## src/psram_host_pkg.sv

```systemverilog
// Host port definitions

package psram_host_pkg;

	// Byte address into the 32 Mbyte array
	localparam int ADDR_W = 25;
	localparam int DATA_W = 16;

	// Burst alignment in address bits
	localparam int RD_ALIGN_BITS = 3;
	localparam int WR_ALIGN_BITS = 4;

	// Write response, always OKAY
	localparam logic [1:0] RESP_OKAY = 2'b00;

	typedef logic [ADDR_W-1:0] host_addr_t;
	typedef logic [DATA_W-1:0] host_word_t;

	// Captured byte with its strobe
	typedef struct packed {
		logic       rwds;
		logic [7:0] data;
	} rd_byte_t;

	// Read word, first byte on top
	typedef struct packed {
		rd_byte_t first;
		rd_byte_t second;
	} read_word_t;

endpackage

```

## src/psram_spi_pkg.sv

```systemverilog
// PSRAM SPI8 bus definitions

package psram_spi_pkg;

	// Bus commands, one step chain each
	typedef enum logic [2:0] {
		cmd_reset     = 3'd0,
		cmd_read_id   = 3'd1,
		cmd_write_cr0 = 3'd2,
		cmd_read_mem  = 3'd3,
		cmd_write_mem = 3'd4
	} psram_cmd_t;

	localparam int NUM_CMDS = 5;

	// Registered pad outputs, cs active high
	typedef struct packed {
		logic       sclk;
		logic       cs;
		logic [7:0] data_out;
		logic       data_oe;
		logic       rwds_out;
		logic       rwds_oe;
	} spi_pads_t;

	// Clock phases per step
	localparam int PHASES = 4;

	// Steps per command
	localparam int RESET_STEPS     = 3;
	localparam int READ_ID_STEPS   = 21;
	localparam int WRITE_CR0_STEPS = 8;
	localparam int READ_MEM_STEPS  = 15;
	localparam int WRITE_MEM_STEPS = 18;
	localparam int MAX_STEPS       = READ_ID_STEPS;

	// Command step plus two address steps
	localparam int CMD_HDR_STEPS   = 3;
	// First read latch or write data step
	localparam int FIRST_DATA_STEP = 10;

	localparam logic [7:0] RESET_ENABLE_BYTE = 8'h66;
	localparam logic [7:0] RESET_BYTE        = 8'h99;
	localparam logic [7:0] READ_ID_BYTE      = 8'h9F;
	localparam logic [7:0] WRITE_ENABLE_BYTE = 8'h06;
	localparam logic [7:0] WRITE_REG_BYTE    = 8'h71;
	localparam logic [7:0] READ_MEM_BYTE     = 8'hEE;
	localparam logic [7:0] WRITE_MEM_BYTE    = 8'hDE;

	// CR0 sets read latency 3
	localparam logic [31:0] CR0_ADDR  = 32'h0000_0004;
	localparam logic [15:0] CR0_VALUE = 16'h8FEF;

	// Wait lengths in clk cycles
	typedef logic [12:0] wait_cnt_t;
	localparam wait_cnt_t STARTUP_CYCLES = 13'd7200;
	localparam wait_cnt_t SETTLE_CYCLES  = 13'd20;

endpackage
```

## src/psram_ctrl.sv

```systemverilog
// PSRAM SPI8 controller top level

module psram_ctrl (
	input  logic                       clk,
	input  logic                       reset,
	output psram_spi_pkg::spi_pads_t   pads,
	input  logic [7:0]                 spi_data_in,
	input  logic                       spi_rwds_in,
	output logic                       psram_ready,
	input  psram_host_pkg::host_word_t wdata,
	output logic                       wready,
	input  psram_host_pkg::host_addr_t awaddr,
	input  logic                       awvalid,
	output logic                       awready,
	output logic                       bvalid,
	output logic [1:0]                 bresp,
	input  psram_host_pkg::host_addr_t araddr,
	input  logic                       arvalid,
	output logic                       arready,
	output psram_host_pkg::read_word_t rdata,
	output logic                       rvalid
);
	import psram_spi_pkg::*;
	import psram_host_pkg::*;

	psram_cmd_t start_cmd;
	host_addr_t mem_addr;
	logic       start;
	logic       last_step;
	logic       phase_end;
	logic       timer_load;
	logic       timer_sel;
	logic       expired;
	logic [1:0] latch;

	assign bresp = RESP_OKAY;

	psram_delay_timer u_timer (
		.clk     (clk),
		.reset   (reset),
		.load    (timer_load),
		.sel     (timer_sel),
		.expired (expired)
	);

	psram_sequencer u_sequencer (
		.clk         (clk),
		.reset       (reset),
		.awvalid     (awvalid),
		.awaddr      (awaddr),
		.arvalid     (arvalid),
		.araddr      (araddr),
		.last_step   (last_step),
		.phase_end   (phase_end),
		.expired     (expired),
		.awready     (awready),
		.arready     (arready),
		.bvalid      (bvalid),
		.psram_ready (psram_ready),
		.start_cmd   (start_cmd),
		.start       (start),
		.timer_load  (timer_load),
		.timer_sel   (timer_sel),
		.mem_addr    (mem_addr)
	);

	psram_wave_gen u_wave_gen (
		.clk       (clk),
		.reset     (reset),
		.start     (start),
		.start_cmd (start_cmd),
		.mem_addr  (mem_addr),
		.wdata     (wdata),
		.pads      (pads),
		.latch     (latch),
		.wready    (wready),
		.last_step (last_step),
		.phase_end (phase_end)
	);

	psram_read_capture u_capture (
		.clk     (clk),
		.reset   (reset),
		.rwds_in (spi_rwds_in),
		.data_in (spi_data_in),
		.latch   (latch),
		.rdata   (rdata),
		.rvalid  (rvalid)
	);

endmodule

```

## src/psram_read_capture.sv

```systemverilog
// PSRAM read data capture

module psram_read_capture (
	input  logic                       clk,
	input  logic                       reset,
	input  logic                       rwds_in,
	input  logic [7:0]                 data_in,
	input  logic [1:0]                 latch,
	output psram_host_pkg::read_word_t rdata,
	output logic                       rvalid
);
	import psram_host_pkg::*;

	rd_byte_t   in_byte;
	rd_byte_t   first_byte;
	read_word_t word;
	logic [1:0] latch_q;
	logic       word_done;

	// Input byte and strobe, kept in step
	always_ff @(posedge clk) begin
		in_byte <= {rwds_in, data_in};
		if (latch_q[0]) begin
			first_byte <= in_byte;
		end
		if (latch_q[1]) begin
			word <= {first_byte, in_byte};
		end
		if (word_done) begin
			rdata <= word;
		end
	end

	// Two-stage valid delay
	always_ff @(posedge clk) begin
		if (reset) begin
			latch_q   <= '0;
			word_done <= 1'b0;
			rvalid    <= 1'b0;
		end else begin
			latch_q   <= latch;
			word_done <= latch_q[1];
			rvalid    <= word_done;
		end
	end

endmodule

```

## src/psram_wave_gen.sv

```systemverilog
// PSRAM bus waveform generator

module psram_wave_gen (
	input  logic                       clk,
	input  logic                       reset,
	input  logic                       start,
	input  psram_spi_pkg::psram_cmd_t  start_cmd,
	input  psram_host_pkg::host_addr_t mem_addr,
	input  psram_host_pkg::host_word_t wdata,
	output psram_spi_pkg::spi_pads_t   pads,
	output logic [1:0]                 latch,
	output logic                       wready,
	output logic                       last_step,
	output logic                       phase_end
);
	import psram_spi_pkg::*;
	import psram_host_pkg::*;

	typedef struct packed {
		spi_pads_t  pads;
		logic [1:0] latch;
	} wave_entry_t;

	logic [$clog2(PHASES)-1:0]          phase;
	logic [$clog2(PHASES)-1:0]          phase_d;
	logic [NUM_CMDS-1:0][MAX_STEPS-1:0] chain;
	logic [NUM_CMDS-1:0][MAX_STEPS-1:0] chain_d;
	host_word_t                         word_reg;
	host_word_t                         word_sel;
	logic [31:0]                        addr_bytes;
	wave_entry_t                        next_entry;

	function automatic int step_count(input psram_cmd_t cmd);
		case (cmd)
			cmd_reset:     return RESET_STEPS;
			cmd_read_id:   return READ_ID_STEPS;
			cmd_write_cr0: return WRITE_CR0_STEPS;
			cmd_read_mem:  return READ_MEM_STEPS;
			default:       return WRITE_MEM_STEPS;
		endcase
	endfunction

	////////////////////////////////////////////////////////////
	// Command table, one entry per step and phase
	////////////////////////////////////////////////////////////

	function automatic wave_entry_t step_entry(input psram_cmd_t cmd, input int step,
			input logic [1:0] ph, input logic [31:0] addr, input host_word_t word);
		wave_entry_t e;
		logic        active;
		logic        drive;
		logic        rwds_drive;
		logic [7:0]  b0;
		logic [7:0]  b1;
		logic        mark0;
		logic        mark1;
		active     = 1'b1;
		drive      = step < CMD_HDR_STEPS;
		rwds_drive = 1'b0;
		mark0      = 1'b0;
		mark1      = 1'b0;
		// Address steps carry bytes 3,2 then 1,0
		b0 = (step == 1) ? addr[31:24] : addr[15:8];
		b1 = (step == 1) ? addr[23:16] : addr[7:0];
		case (cmd)
			cmd_reset: begin
				// Step 1 drops cs between the two commands
				active = (step != 1);
				drive  = active;
				b0     = (step == 0) ? RESET_ENABLE_BYTE : RESET_BYTE;
				b1     = b0;
			end
			cmd_read_id: begin
				// ID bytes are clocked out but not kept
				active = step < READ_ID_STEPS - 1;
				b0     = (step == 0) ? READ_ID_BYTE : 8'h00;
				b1     = b0;
			end
			cmd_write_cr0: begin
				active = (step != 1) && (step != 6);
				drive  = active;
				case (step)
					2: begin
						b0 = WRITE_REG_BYTE;
						b1 = WRITE_REG_BYTE;
					end
					3: begin
						b0 = CR0_ADDR[31:24];
						b1 = CR0_ADDR[23:16];
					end
					4: begin
						b0 = CR0_ADDR[15:8];
						b1 = CR0_ADDR[7:0];
					end
					5: begin
						b0 = CR0_VALUE[15:8];
						b1 = CR0_VALUE[7:0];
					end
					default: begin
						// Write enable, sent before and after
						b0 = WRITE_ENABLE_BYTE;
						b1 = WRITE_ENABLE_BYTE;
					end
				endcase
			end
			cmd_read_mem: begin
				active = step < READ_MEM_STEPS - 1;
				// First byte in phase 2, pair completes next phase 0
				mark0  = (step >= FIRST_DATA_STEP) && (step < READ_MEM_STEPS - 1);
				mark1  = step > FIRST_DATA_STEP;
				if (step == 0) begin
					b0 = READ_MEM_BYTE;
					b1 = READ_MEM_BYTE;
				end
			end
			default: begin
				// Write burst, data steps also drive rwds low
				drive      = (step < CMD_HDR_STEPS) || (step >= FIRST_DATA_STEP);
				rwds_drive = step >= FIRST_DATA_STEP;
				if (step == 0) begin
					b0 = WRITE_MEM_BYTE;
					b1 = WRITE_MEM_BYTE;
				end else if (step >= FIRST_DATA_STEP) begin
					b0 = word[15:8];
					b1 = word[7:0];
				end
			end
		endcase
		e.pads.cs       = active;
		e.pads.sclk     = active && (ph == 2'd1 || ph == 2'd2);
		e.pads.data_oe  = drive;
		e.pads.data_out = drive ? (ph[1] ? b1 : b0) : 8'h00;
		e.pads.rwds_oe  = rwds_drive;
		e.pads.rwds_out = 1'b0;
		e.latch[0]      = mark0 && (ph == 2'd2);
		e.latch[1]      = mark1 && (ph == 2'd0);
		return e;
	endfunction

	////////////////////////////////////////////////////////////
	// Step chains
	////////////////////////////////////////////////////////////

	assign phase_end = (phase == 2'(PHASES - 1));
	assign phase_d   = phase + 1'b1;

	// Shift one step per phase end, insert on start
	always_comb begin
		chain_d = chain;
		if (phase_end) begin
			for (int c = 0; c < NUM_CMDS; c++) begin
				chain_d[c][0] = start && (start_cmd == psram_cmd_t'(c));
				for (int s = 1; s < MAX_STEPS; s++) begin
					chain_d[c][s] = chain[c][s-1] && (s < step_count(psram_cmd_t'(c)));
				end
			end
		end
	end

	always_ff @(posedge clk) begin
		if (reset) begin
			phase <= '0;
			chain <= '0;
		end else begin
			phase <= phase_d;
			chain <= chain_d;
		end
	end

	// Incoming word is used directly on its first phase
	assign word_sel   = wready ? wdata : word_reg;
	assign addr_bytes = {{(32 - ADDR_W){1'b0}}, mem_addr};

	always_ff @(posedge clk) begin
		if (wready) begin
			word_reg <= wdata;
		end
	end

	// OR of all entries whose step is active next cycle
	always_comb begin
		next_entry = '0;
		for (int c = 0; c < NUM_CMDS; c++) begin
			for (int s = 0; s < MAX_STEPS; s++) begin
				if (chain_d[c][s]) begin
					next_entry = next_entry |
						step_entry(psram_cmd_t'(c), s, phase_d, addr_bytes, word_sel);
				end
			end
		end
	end

	always_ff @(posedge clk) begin
		if (reset) begin
			pads  <= '0;
			latch <= '0;
		end else begin
			pads  <= next_entry.pads;
			latch <= next_entry.latch;
		end
	end

	// Word request one step ahead of each data step
	assign wready = phase_end &&
		(|chain[cmd_write_mem][WRITE_MEM_STEPS-2:FIRST_DATA_STEP-1]);

	always_comb begin
		last_step = 1'b0;
		for (int c = 0; c < NUM_CMDS; c++) begin
			last_step = last_step ||
				(phase_end && chain[c][step_count(psram_cmd_t'(c)) - 1]);
		end
	end

endmodule

```

## src/psram_sequencer.sv

```systemverilog
// PSRAM start-up and request sequencer

module psram_sequencer (
	input  logic                       clk,
	input  logic                       reset,
	input  logic                       awvalid,
	input  psram_host_pkg::host_addr_t awaddr,
	input  logic                       arvalid,
	input  psram_host_pkg::host_addr_t araddr,
	input  logic                       last_step,
	input  logic                       phase_end,
	input  logic                       expired,
	output logic                       awready,
	output logic                       arready,
	output logic                       bvalid,
	output logic                       psram_ready,
	output psram_spi_pkg::psram_cmd_t  start_cmd,
	output logic                       start,
	output logic                       timer_load,
	output logic                       timer_sel,
	output psram_host_pkg::host_addr_t mem_addr
);
	import psram_spi_pkg::*;
	import psram_host_pkg::*;

	typedef enum logic [3:0] {
		st_idle,
		st_startup,
		st_reset,
		st_reset_wait,
		st_settle,
		st_settle_wait,
		st_read_id,
		st_read_id_wait,
		st_write_cr0,
		st_write_cr0_wait,
		st_ready,
		st_read,
		st_read_wait,
		st_write,
		st_write_wait
	} seq_state_t;

	seq_state_t state;
	seq_state_t next_state;
	logic       issue;

	////////////////////////////////////////////////////////////
	// State machine
	////////////////////////////////////////////////////////////

	always_comb begin
		next_state = state;
		case (state)
			st_idle:           next_state = st_startup;
			// Power-up wait
			st_startup:        if (expired) next_state = st_reset;
			// Reset enable, then soft reset
			st_reset:          if (phase_end) next_state = st_reset_wait;
			st_reset_wait:     if (last_step) next_state = st_settle;
			st_settle:         next_state = st_settle_wait;
			st_settle_wait:    if (expired) next_state = st_read_id;
			st_read_id:        if (phase_end) next_state = st_read_id_wait;
			st_read_id_wait:   if (last_step) next_state = st_write_cr0;
			st_write_cr0:      if (phase_end) next_state = st_write_cr0_wait;
			st_write_cr0_wait: if (last_step) next_state = st_ready;
			// Writes win over reads
			st_ready: begin
				if (awready) begin
					next_state = st_write;
				end else if (arready) begin
					next_state = st_read;
				end
			end
			st_read:           if (phase_end) next_state = st_read_wait;
			st_read_wait:      if (last_step) next_state = st_ready;
			st_write:          if (phase_end) next_state = st_write_wait;
			st_write_wait:     if (last_step) next_state = st_ready;
			default:           next_state = st_idle;
		endcase
	end

	always_ff @(posedge clk) begin
		if (reset) begin
			state       <= st_idle;
			psram_ready <= 1'b0;
			bvalid      <= 1'b0;
		end else begin
			state       <= next_state;
			// Sticky once start-up is done
			psram_ready <= psram_ready || (state == st_ready);
			bvalid      <= (state == st_write_wait) && last_step;
		end
	end

	////////////////////////////////////////////////////////////
	// Command issue
	////////////////////////////////////////////////////////////

	assign issue = (state == st_reset) || (state == st_read_id) ||
		(state == st_write_cr0) || (state == st_read) || (state == st_write);

	// Only at a phase end, so step 0 starts on phase 0
	assign start = issue && phase_end;

	always_comb begin
		case (state)
			st_read_id:   start_cmd = cmd_read_id;
			st_write_cr0: start_cmd = cmd_write_cr0;
			st_read:      start_cmd = cmd_read_mem;
			st_write:     start_cmd = cmd_write_mem;
			default:      start_cmd = cmd_reset;
		endcase
	end

	// Timer reload for start-up and settle waits
	assign timer_load = (state == st_idle) || (state == st_settle);
	assign timer_sel  = (state == st_settle);

	// Host address handshake
	assign awready = (state == st_ready) && psram_ready && awvalid;
	assign arready = (state == st_ready) && psram_ready && !awvalid && arvalid;

	// Aligned burst address
	always_ff @(posedge clk) begin
		if (awready) begin
			mem_addr <= {awaddr[ADDR_W-1:WR_ALIGN_BITS], {WR_ALIGN_BITS{1'b0}}};
		end else if (arready) begin
			mem_addr <= {araddr[ADDR_W-1:RD_ALIGN_BITS], {RD_ALIGN_BITS{1'b0}}};
		end
	end

endmodule

```

## src/psram_delay_timer.sv

```systemverilog
// Start-up and settle delay timer

module psram_delay_timer (
	input  logic clk,
	input  logic reset,
	input  logic load,
	input  logic sel,
	output logic expired
);
	import psram_spi_pkg::*;

	wait_cnt_t count;

	// Down-counter, parks at zero
	always_ff @(posedge clk) begin
		if (reset) begin
			count <= STARTUP_CYCLES;
		end else if (load) begin
			// sel high picks the short settle wait
			count <= sel ? SETTLE_CYCLES : STARTUP_CYCLES;
		end else if (count != '0) begin
			count <= count - 1'b1;
		end
	end

	assign expired = (count == '0);

endmodule

```

## config.mk

```make
export PLATFORM = sky130hd
export DESIGN_NAME = psram_ctrl
export DESIGN_NICKNAME = d
export VERILOG_FILES = /design/src/psram_host_pkg.sv /design/src/psram_spi_pkg.sv /design/src/psram_ctrl.sv /design/src/psram_read_capture.sv /design/src/psram_wave_gen.sv /design/src/psram_sequencer.sv /design/src/psram_delay_timer.sv
export SDC_FILE = /design/constraint.sdc
export NUM_CORES = 1
export LEC_CHECK = 0
export ABC_CLOCK_PERIOD_IN_PS = 2400
export BUFFER_PORTS_ARGS = -buffer_cell sky130_fd_sc_hd__buf_2
export CAP_MARGIN = 0
export CORE_MARGIN = 1
export CORE_UTILIZATION = 35
export CTS_CLUSTER_DIAMETER = 80
export DETAILED_ROUTE_END_ITERATION = 7
export GPL_TIMING_DRIVEN = 0
export PLACE_DENSITY = 0.63
export SLEW_MARGIN = 20
export SYNTH_ARGS = -nofsm -noshare
export SYNTH_HDL_FRONTEND = slang
export SYNTH_SLANG_ARGS = --single-unit
```

## constraint.sdc

```tcl
create_clock -name clk -period 2.4 [get_ports clk]
set_clock_uncertainty 0.05 [all_clocks]
set_input_delay 0.24 -clock clk [delete_from_list [all_inputs] [get_ports clk]]
set_output_delay 0.24 -clock clk [all_outputs]
set_load 0.01 [all_outputs]
```

## Yosys cells after proc, flatten, opt, wreduce, memory -nomap -nowiden

Index checks and enable logic that the tools add are counted.

| cells by class | value |
|---|---|
| $add $sub $neg | 2 |
| $lt $le $gt $ge | 100 |
| equality and inequality tests | 32 |
| mux-type cells | 559 |
| bitwise gates (word level) | 104 |
| reduce and logical (&&, ||, !) cells | 265 |

Operators by type and width:

| cell | number |
|---|---|
| 2-to-1 mux 8 bit | 240 |
| 2-to-1 mux 15 bit | 105 |
| bitwise OR 15 bit | 104 |
| < comparator 5 x 32 -> 1 bit (first input constant) | 40 |
| < comparator 6 x 32 -> 1 bit (first input constant) | 25 |
| < comparator 4 x 32 -> 1 bit (first input constant) | 20 |
| < comparator 3 x 32 -> 1 bit (first input constant) | 10 |
| logical AND 1 bit | 243 |
| 2-to-1 mux 1 bit | 187 |
| < comparator 2 x 32 -> 1 bit (first input constant) | 5 |
| 2-to-1 mux 32 bit | 5 |
| 2-to-1 mux 105 bit | 1 |
| case mux 4 bit (13 select lines) | 1 |
| 2-to-1 mux 25 bit | 2 |
| 2-to-1 mux 4 bit | 12 |
| 2-to-1 mux 13 bit | 3 |
| == test 4 bit (second input constant) | 7 |
| == test 4 x 3 -> 1 bit (second input constant) | 4 |
| 2-to-1 mux 16 bit | 1 |
| != test 2 x 1 -> 1 bit (second input constant) | 8 |
| zero test 13 bit | 1 |
| nonzero test 13 bit | 1 |
| subtractor 13 x 1 -> 13 bit (second input constant) | 1 |
| case mux 3 bit (4 select lines) | 1 |
| 20 further kinds | 35 |

| word-level totals | value |
|---|---|
| bits in registers | 237 |
| output and inout bits | 39 |

## Depth between registers and ports, before layout

| logic depth | value |
|---|---|
| depth after elaboration | 219 |
| mapped depth | 8 |
| gate-level depth less buffers | 7 |

## Cells and area by module

A second synthesis with hierarchy kept.

| second synthesis, totals | value |
|---|---|
| cell total of the unflattened synthesis | 761 |
| area total of the unflattened synthesis | 8927.3 sq um |

By module, submodules not included:

| module | times used | cells an instance | area an instance (sq um) | seq. area each (sq um) |
|---|---|---|---|---|
| psram_wave_gen | 1 | 499 | 5182.5 | 2622.5 |
| psram_read_capture | 1 | 62 | 1636.6 | 1611.5 |
| psram_sequencer | 1 | 124 | 1417.6 | 770.7 |
| psram_delay_timer | 1 | 73 | 671.9 | 260.2 |
| psram_ctrl | 1 | 3 | 18.8 | 0.0 |

## Worst setup path before layout

No wires, ideal clock.

| path | value |
|---|---|
| path kind | register to register |
| start | reg u_sequencer.state[0] |
| end | reg u_sequencer.mem_addr[10] (enable) |
| arrival | 1.790 ns |
| slack | 0.160 ns |
| stages on the path, launching flop included | 5 |
| path buffers | 1 |
| period minus slack after synthesis | 2.240 ns |
| path through | dfxtp_1 > buf_2 > and4bb_2 > nand2_1 > nor2_1 |

| on the way | value |
|---|---|
| longest elaborated chain between the ends | 5 |

RTL lines:

| item | RTL line | text |
|---|---|---|
| start, declared | psram_sequencer.sv:44 | `seq_state_t state;` |
| start signal, assigned | psram_sequencer.sv:85 | `state <= st_idle;` |
| start signal, assigned | psram_sequencer.sv:89 | `state <= next_state;` |
| == test 4 bit * | psram_sequencer.sv:121, psram_sequencer.sv:122 |  |
| logical AND 1 bit * | psram_sequencer.sv:121, psram_sequencer.sv:122 |  |
| logical AND 1 bit (2 in a row) | psram_sequencer.sv:122 | `assign arready = (state == st_ready) && psram_ready && !awvalid && arvalid;` |
| nonzero test 2 bit (no source line) * | - |  |
| end signal, assigned | psram_sequencer.sv:127 | `mem_addr <= {awaddr[ADDR_W-1:WR_ALIGN_BITS], {WR_ALIGN_BITS{1'b0}}};` |
| end signal, assigned | psram_sequencer.sv:129 | `mem_addr <= {araddr[ADDR_W-1:RD_ALIGN_BITS], {RD_ALIGN_BITS{1'b0}}};` |
| end, declared | psram_sequencer.sv:21 | `output psram_host_pkg::host_addr_t mem_addr` |

Every way passes the cells marked *; elsewhere a longest branch is shown, timed or not.
A chain may end at the register's enable or synchronous reset.

## Final worst setup path

| path | value |
|---|---|
| start | reg u_sequencer.state[0] |
| end | out arready |

| on the way | value |
|---|---|
| longest elaborated chain between the ends | 4 |

RTL lines:

| item | RTL line | text |
|---|---|---|
| == test 4 bit | psram_sequencer.sv:122 |  |
| logical AND 1 bit (3 in a row) | psram_sequencer.sv:122 |  |
| end, declared | psram_ctrl.sv:19 | `output logic arready,` |

Every way passes these cells.

==> run_results.csv <==
group,metric,value,unit
run_status,outcome,"finished clean",
sta,min_period_over_period,0.981,
grt,grt_pass1_vias,6286,
grt,globalRouteMet1Util,0.197,
finish,largest_register_ffs,99,
logic_synthesis,yosysWarningCount,0,
floorplanning,die_y,160,microns
grt,grt_use_total,0.153,
logic_synthesis,synthSimpleGateAreaFrac,0.163,
logic_synthesis,ys_ff_latch,230,
finish,largest_register,"u_wave_gen.chain",
placement,io_buffer_count,107,
clocking,clockRootBuffer,"clkbuf_16",
logic_synthesis,synth.yosys.seq_area_share,0.603,
finish,synthToLayoutAreaGrowth,29.6,%
logic_synthesis,synth_compound_area_frac,0.0850,
clocking,numClockSinks,230,
clocking,clk_pin_slew,0.06,ns
critical_path,rr_startpoint,"u_sequencer.state[0]",
grt,grtUsageMet3,0.0244,
routing,drt_wl_total,19600,microns
worst_hold_path,min_from,"araddr[9]",
critical_path,worstReg2RegEnd,"u_sequencer.mem_addr[17]",
floorplanning,die-area,0.0256,sq mm
placement,placedInstanceArea,0.00969,sq mm
grt,grt_overflow,0,
pwr,p_leak,4.43,nW
sta,rsz0062_at_grt,"true",
sta,finalMaxSlewViolations,0,
flow_run,max-cap-violations,0,
logic_synthesis,synth_area,0.00873,sq mm
logic_synthesis,synth_top_family_by_area,"simple AND/OR/NAND/NOR gates",
placement,gp_congestion,0.794,
clocking,clk_latency,0.52,ns
routing,firstDrtPassIters,5,
worst_hold_path,hold_depth,2,
floorplanning,start_util,0.358,
routing,ant_nets,0,
floorplanning,design.core.area,0.0244,sq mm
sta,hold_viol,0,
pwr,peakVddDrop,497,uV
pwr,p_per_area,797,mW/mm^2
finish,top_regs,"u_wave_gen.chain x99, u_sequencer.mem_addr x22",
critical_path,r2r_slack,0.06,ns
logic_synthesis,async_flop_share,0,
clocking,cts_tree,"built",
critical_path,crit_path_max_fanout,11,
finish,fin_area,0.0113,sq mm
placement,dp_cells,1179,
logic_synthesis,ys_types,77,
sta,period_needed,2.36,ns
worst_hold_path,hold_path_class,"in -> reg",
logic_synthesis,synth.avg_cell_area,11.7,sq um
routing,vias_per_cell,4.88,
logic_synthesis,synthFlopType,"dfxtp_1",
sta,setup_viol_count_final,0,
finish,fin_nets,1032,
grt,grt_pass1_wl,31700,microns
logic_synthesis,synth_edf_count,66,
floorplanning,ios,118,
finish,insertedDiodeCount,0,
finish,fill_cells,2246,
finish,drive_gt1_frac,0.240,
placement,hpwl,13200,microns
pwr,total_power,9.02,mW
critical_path,arrival,2.07,ns
routing,dr.first_iter.drc_count,370,
grt,grt-busiest-layer,"met2",
floorplanning,dieWidth,160,microns
logic_synthesis,netlist_instances,745,
finish,fin_util,0.464,
finish,seqCellArea,0.00527,sq mm
floorplanning,placementRows,57,
routing,vias,6290,
logic_synthesis,muxShareOfSynthArea,0.0992,
grt,antenna_found_initial,0,
sta,tightest_slew,0.815,ns
critical_path,critPathLaunchType,"register",
critical_path,crit_required,2.11,ns
clocking,clockBufferDepth,3,
critical_path,worstSetupPathType,"reg -> out",
clocking,numCtsBuffers,24,
logic_synthesis,synth_xor_area_frac,0.0120,
sta,slew_headroom,0.456,
grt,use_met2,0.263,
critical_path,cp-end-kind,"output port",
logic_synthesis,synth_fa_ha_area_frac,0.00573,
finish,multi_input_comb_area,0.00332,sq mm
grt,grt_start_max_net_pins,20,
routing,wl_per_cell,15.2,microns
worst_hold_path,min_to,"u_sequencer.mem_addr[9]",
routing,route.detailed.drc,0,
sta,fmax,425,MHz
finish,finalNonFillerCells,1290,
clocking,htreeDepth,1,
critical_path,r2r_cells,5,
-- critical path, cell delays in order, from the launching register on --
cell      delay [ns]
dfxtp_2         0.37
and4bb_2        0.39
nand2_2         0.10
nor3b_4         0.37
buf_6           0.18
buf_2           0.13
-- metal layers --
| metal | vias to the layer above | wire length (microns) |
|---|---|---|
| met5 | - | 0 |
| met2 | 163 | 9400 |
| met1 | 2988 | 8910 |
| met3 | 35 | 750 |
| met4 | 0 | 504 |
| li1 | 3104 | - |
-- layout by cell type (no fill, tap or decap), drive strengths merged, types with 7 or more instances in the layout --
cell type	synthesis	layout
dfxtp	164	164
buf	21	133
nor2	86	86
dlygate4sd3	0	67
edfxtp	66	66
mux2i	58	58
clkbuf	24	54
and2	35	35
nand2	27	27
a22o	24	24
nor4	24	24
mux2	19	19
o21ai	18	18
nor3	17	17
a21oi	15	15
inv	13	13
nor2b	11	11
nand3	9	9
clkinv	1	8
and3	7	7
-- power breakdown --
part           switching (mW)  total [mW]  leakage [nW]  internal [mW]
Sequential              0.155        4.30          1.92           4.15
Clock                    1.47        3.46         0.364           1.99
Combinational           0.647        1.26          2.15          0.611
-- cells by family (layout without fill, tap and decap cells) --
logic type | Yosys count | count (layout)
muxes | 80 | 80
xor gates and xnor gates | 12 | 12
other | 1 | 3
DFF | 230 | 230
adders and majority gates | 4 | 4
AOI/OAI and AO/OA | 101 | 101
buffers and inverters | 59 | 278
and+or+nand+nor | 258 | 258
-- layout make-up --
| type | instances | area share |
|---|---|---|
| Inverter | 14 | 0.00498 |
| Clock buffer | 33 | 0.0602 |
| Timing Repair Buffer | 179 | 0.110 |
| Clock inverter | 10 | 0.00586 |
| Multi-Input combinational cell | 458 | 0.294 |
| Sequential cell | 230 | 0.466 |
| Buffer | 42 | 0.0236 |
| Tap cell | 324 | 0.0358 |
-- per-stage QoR --
step / TNS [ns] / worst slack, ns / hold slack [ns]
floorplan: 0 / 0.160 / 0.218
global placement: -15.58 / -0.426 / 0.293
detailed placement: -10.42 / -0.434 / 0.294
CTS: -0.0123 / -0.0123 / 0.00403
global route: -0.0258 / -0.0237 / 0.00713
finish: 0 / 0.0449 / 0.00414
-- synthesized netlist by cell type, types with 2 or more instances --
cell type,number,area (sq um)
a211oi_1,4,30.0
a21o_1,5,37.5
a21oi_1,15,75.1
a221oi_1,2,17.5
a22o_1,24,210
a22oi_1,2,15.0
a31oi_1,6,37.5
a41oi_1,3,26.3
and2_1,35,219
and3_1,7,43.8
buf_1,2,7.51
buf_2,13,65.1
buf_4,4,30.0
clkbuf_1,24,90.1
dfxtp_1,164,3280
edfxtp_1,66,1980
ha_1,4,50.1
inv_1,13,48.8
mux2_2,19,214
mux2i_1,58,581
mux4_2,2,45.0
nand2_1,27,101
nand2b_1,5,31.3
nand3_1,9,45.0
nand4_1,3,18.8
nor2_1,86,323
nor2b_1,11,68.8
nor3_1,15,75.1
nor3_2,2,20.0
nor3b_1,5,37.5
nor4_1,23,144
nor4b_1,2,17.5
o21ai_0,17,85.1
o2bb2ai_1,2,17.5
o31ai_1,4,30.0
or2_2,2,12.5
or3_1,5,31.3
or3b_2,3,26.3
or4_1,4,30.0
xnor2_1,6,52.6
xor2_1,6,52.6
-- timing repair --
action,in CTS,in global routing
hold buffers,67,0
setup buffers,3,0
endpoints found under the setup margin,66,71
gates resized for setup,23,28
cloned,0,1
pin swaps,1,4
endpoints found under the hold margin,47,0
-- worst max-delay path by stage --
stage	cells after the start	to	slack [ns]	from
2_1_floorplan	4	u_sequencer.mem_addr[10]	0.16	u_sequencer.state[0]
4_1_cts	6	arready	-0.01	u_sequencer.state[0]
6_report	5	arready	0.04	u_sequencer.state[0]
3_3_place_gp	7	u_wave_gen.pads[9]	-0.43	u_wave_gen.phase[0]
3_5_place_dp	7	u_wave_gen.pads[9]	-0.43	u_wave_gen.phase[0]
5_1_grt	7	u_wave_gen.pads[12]	-0.02	u_wave_gen.phase[0]
Note: power is estimated with default switching activity, not from simulation.
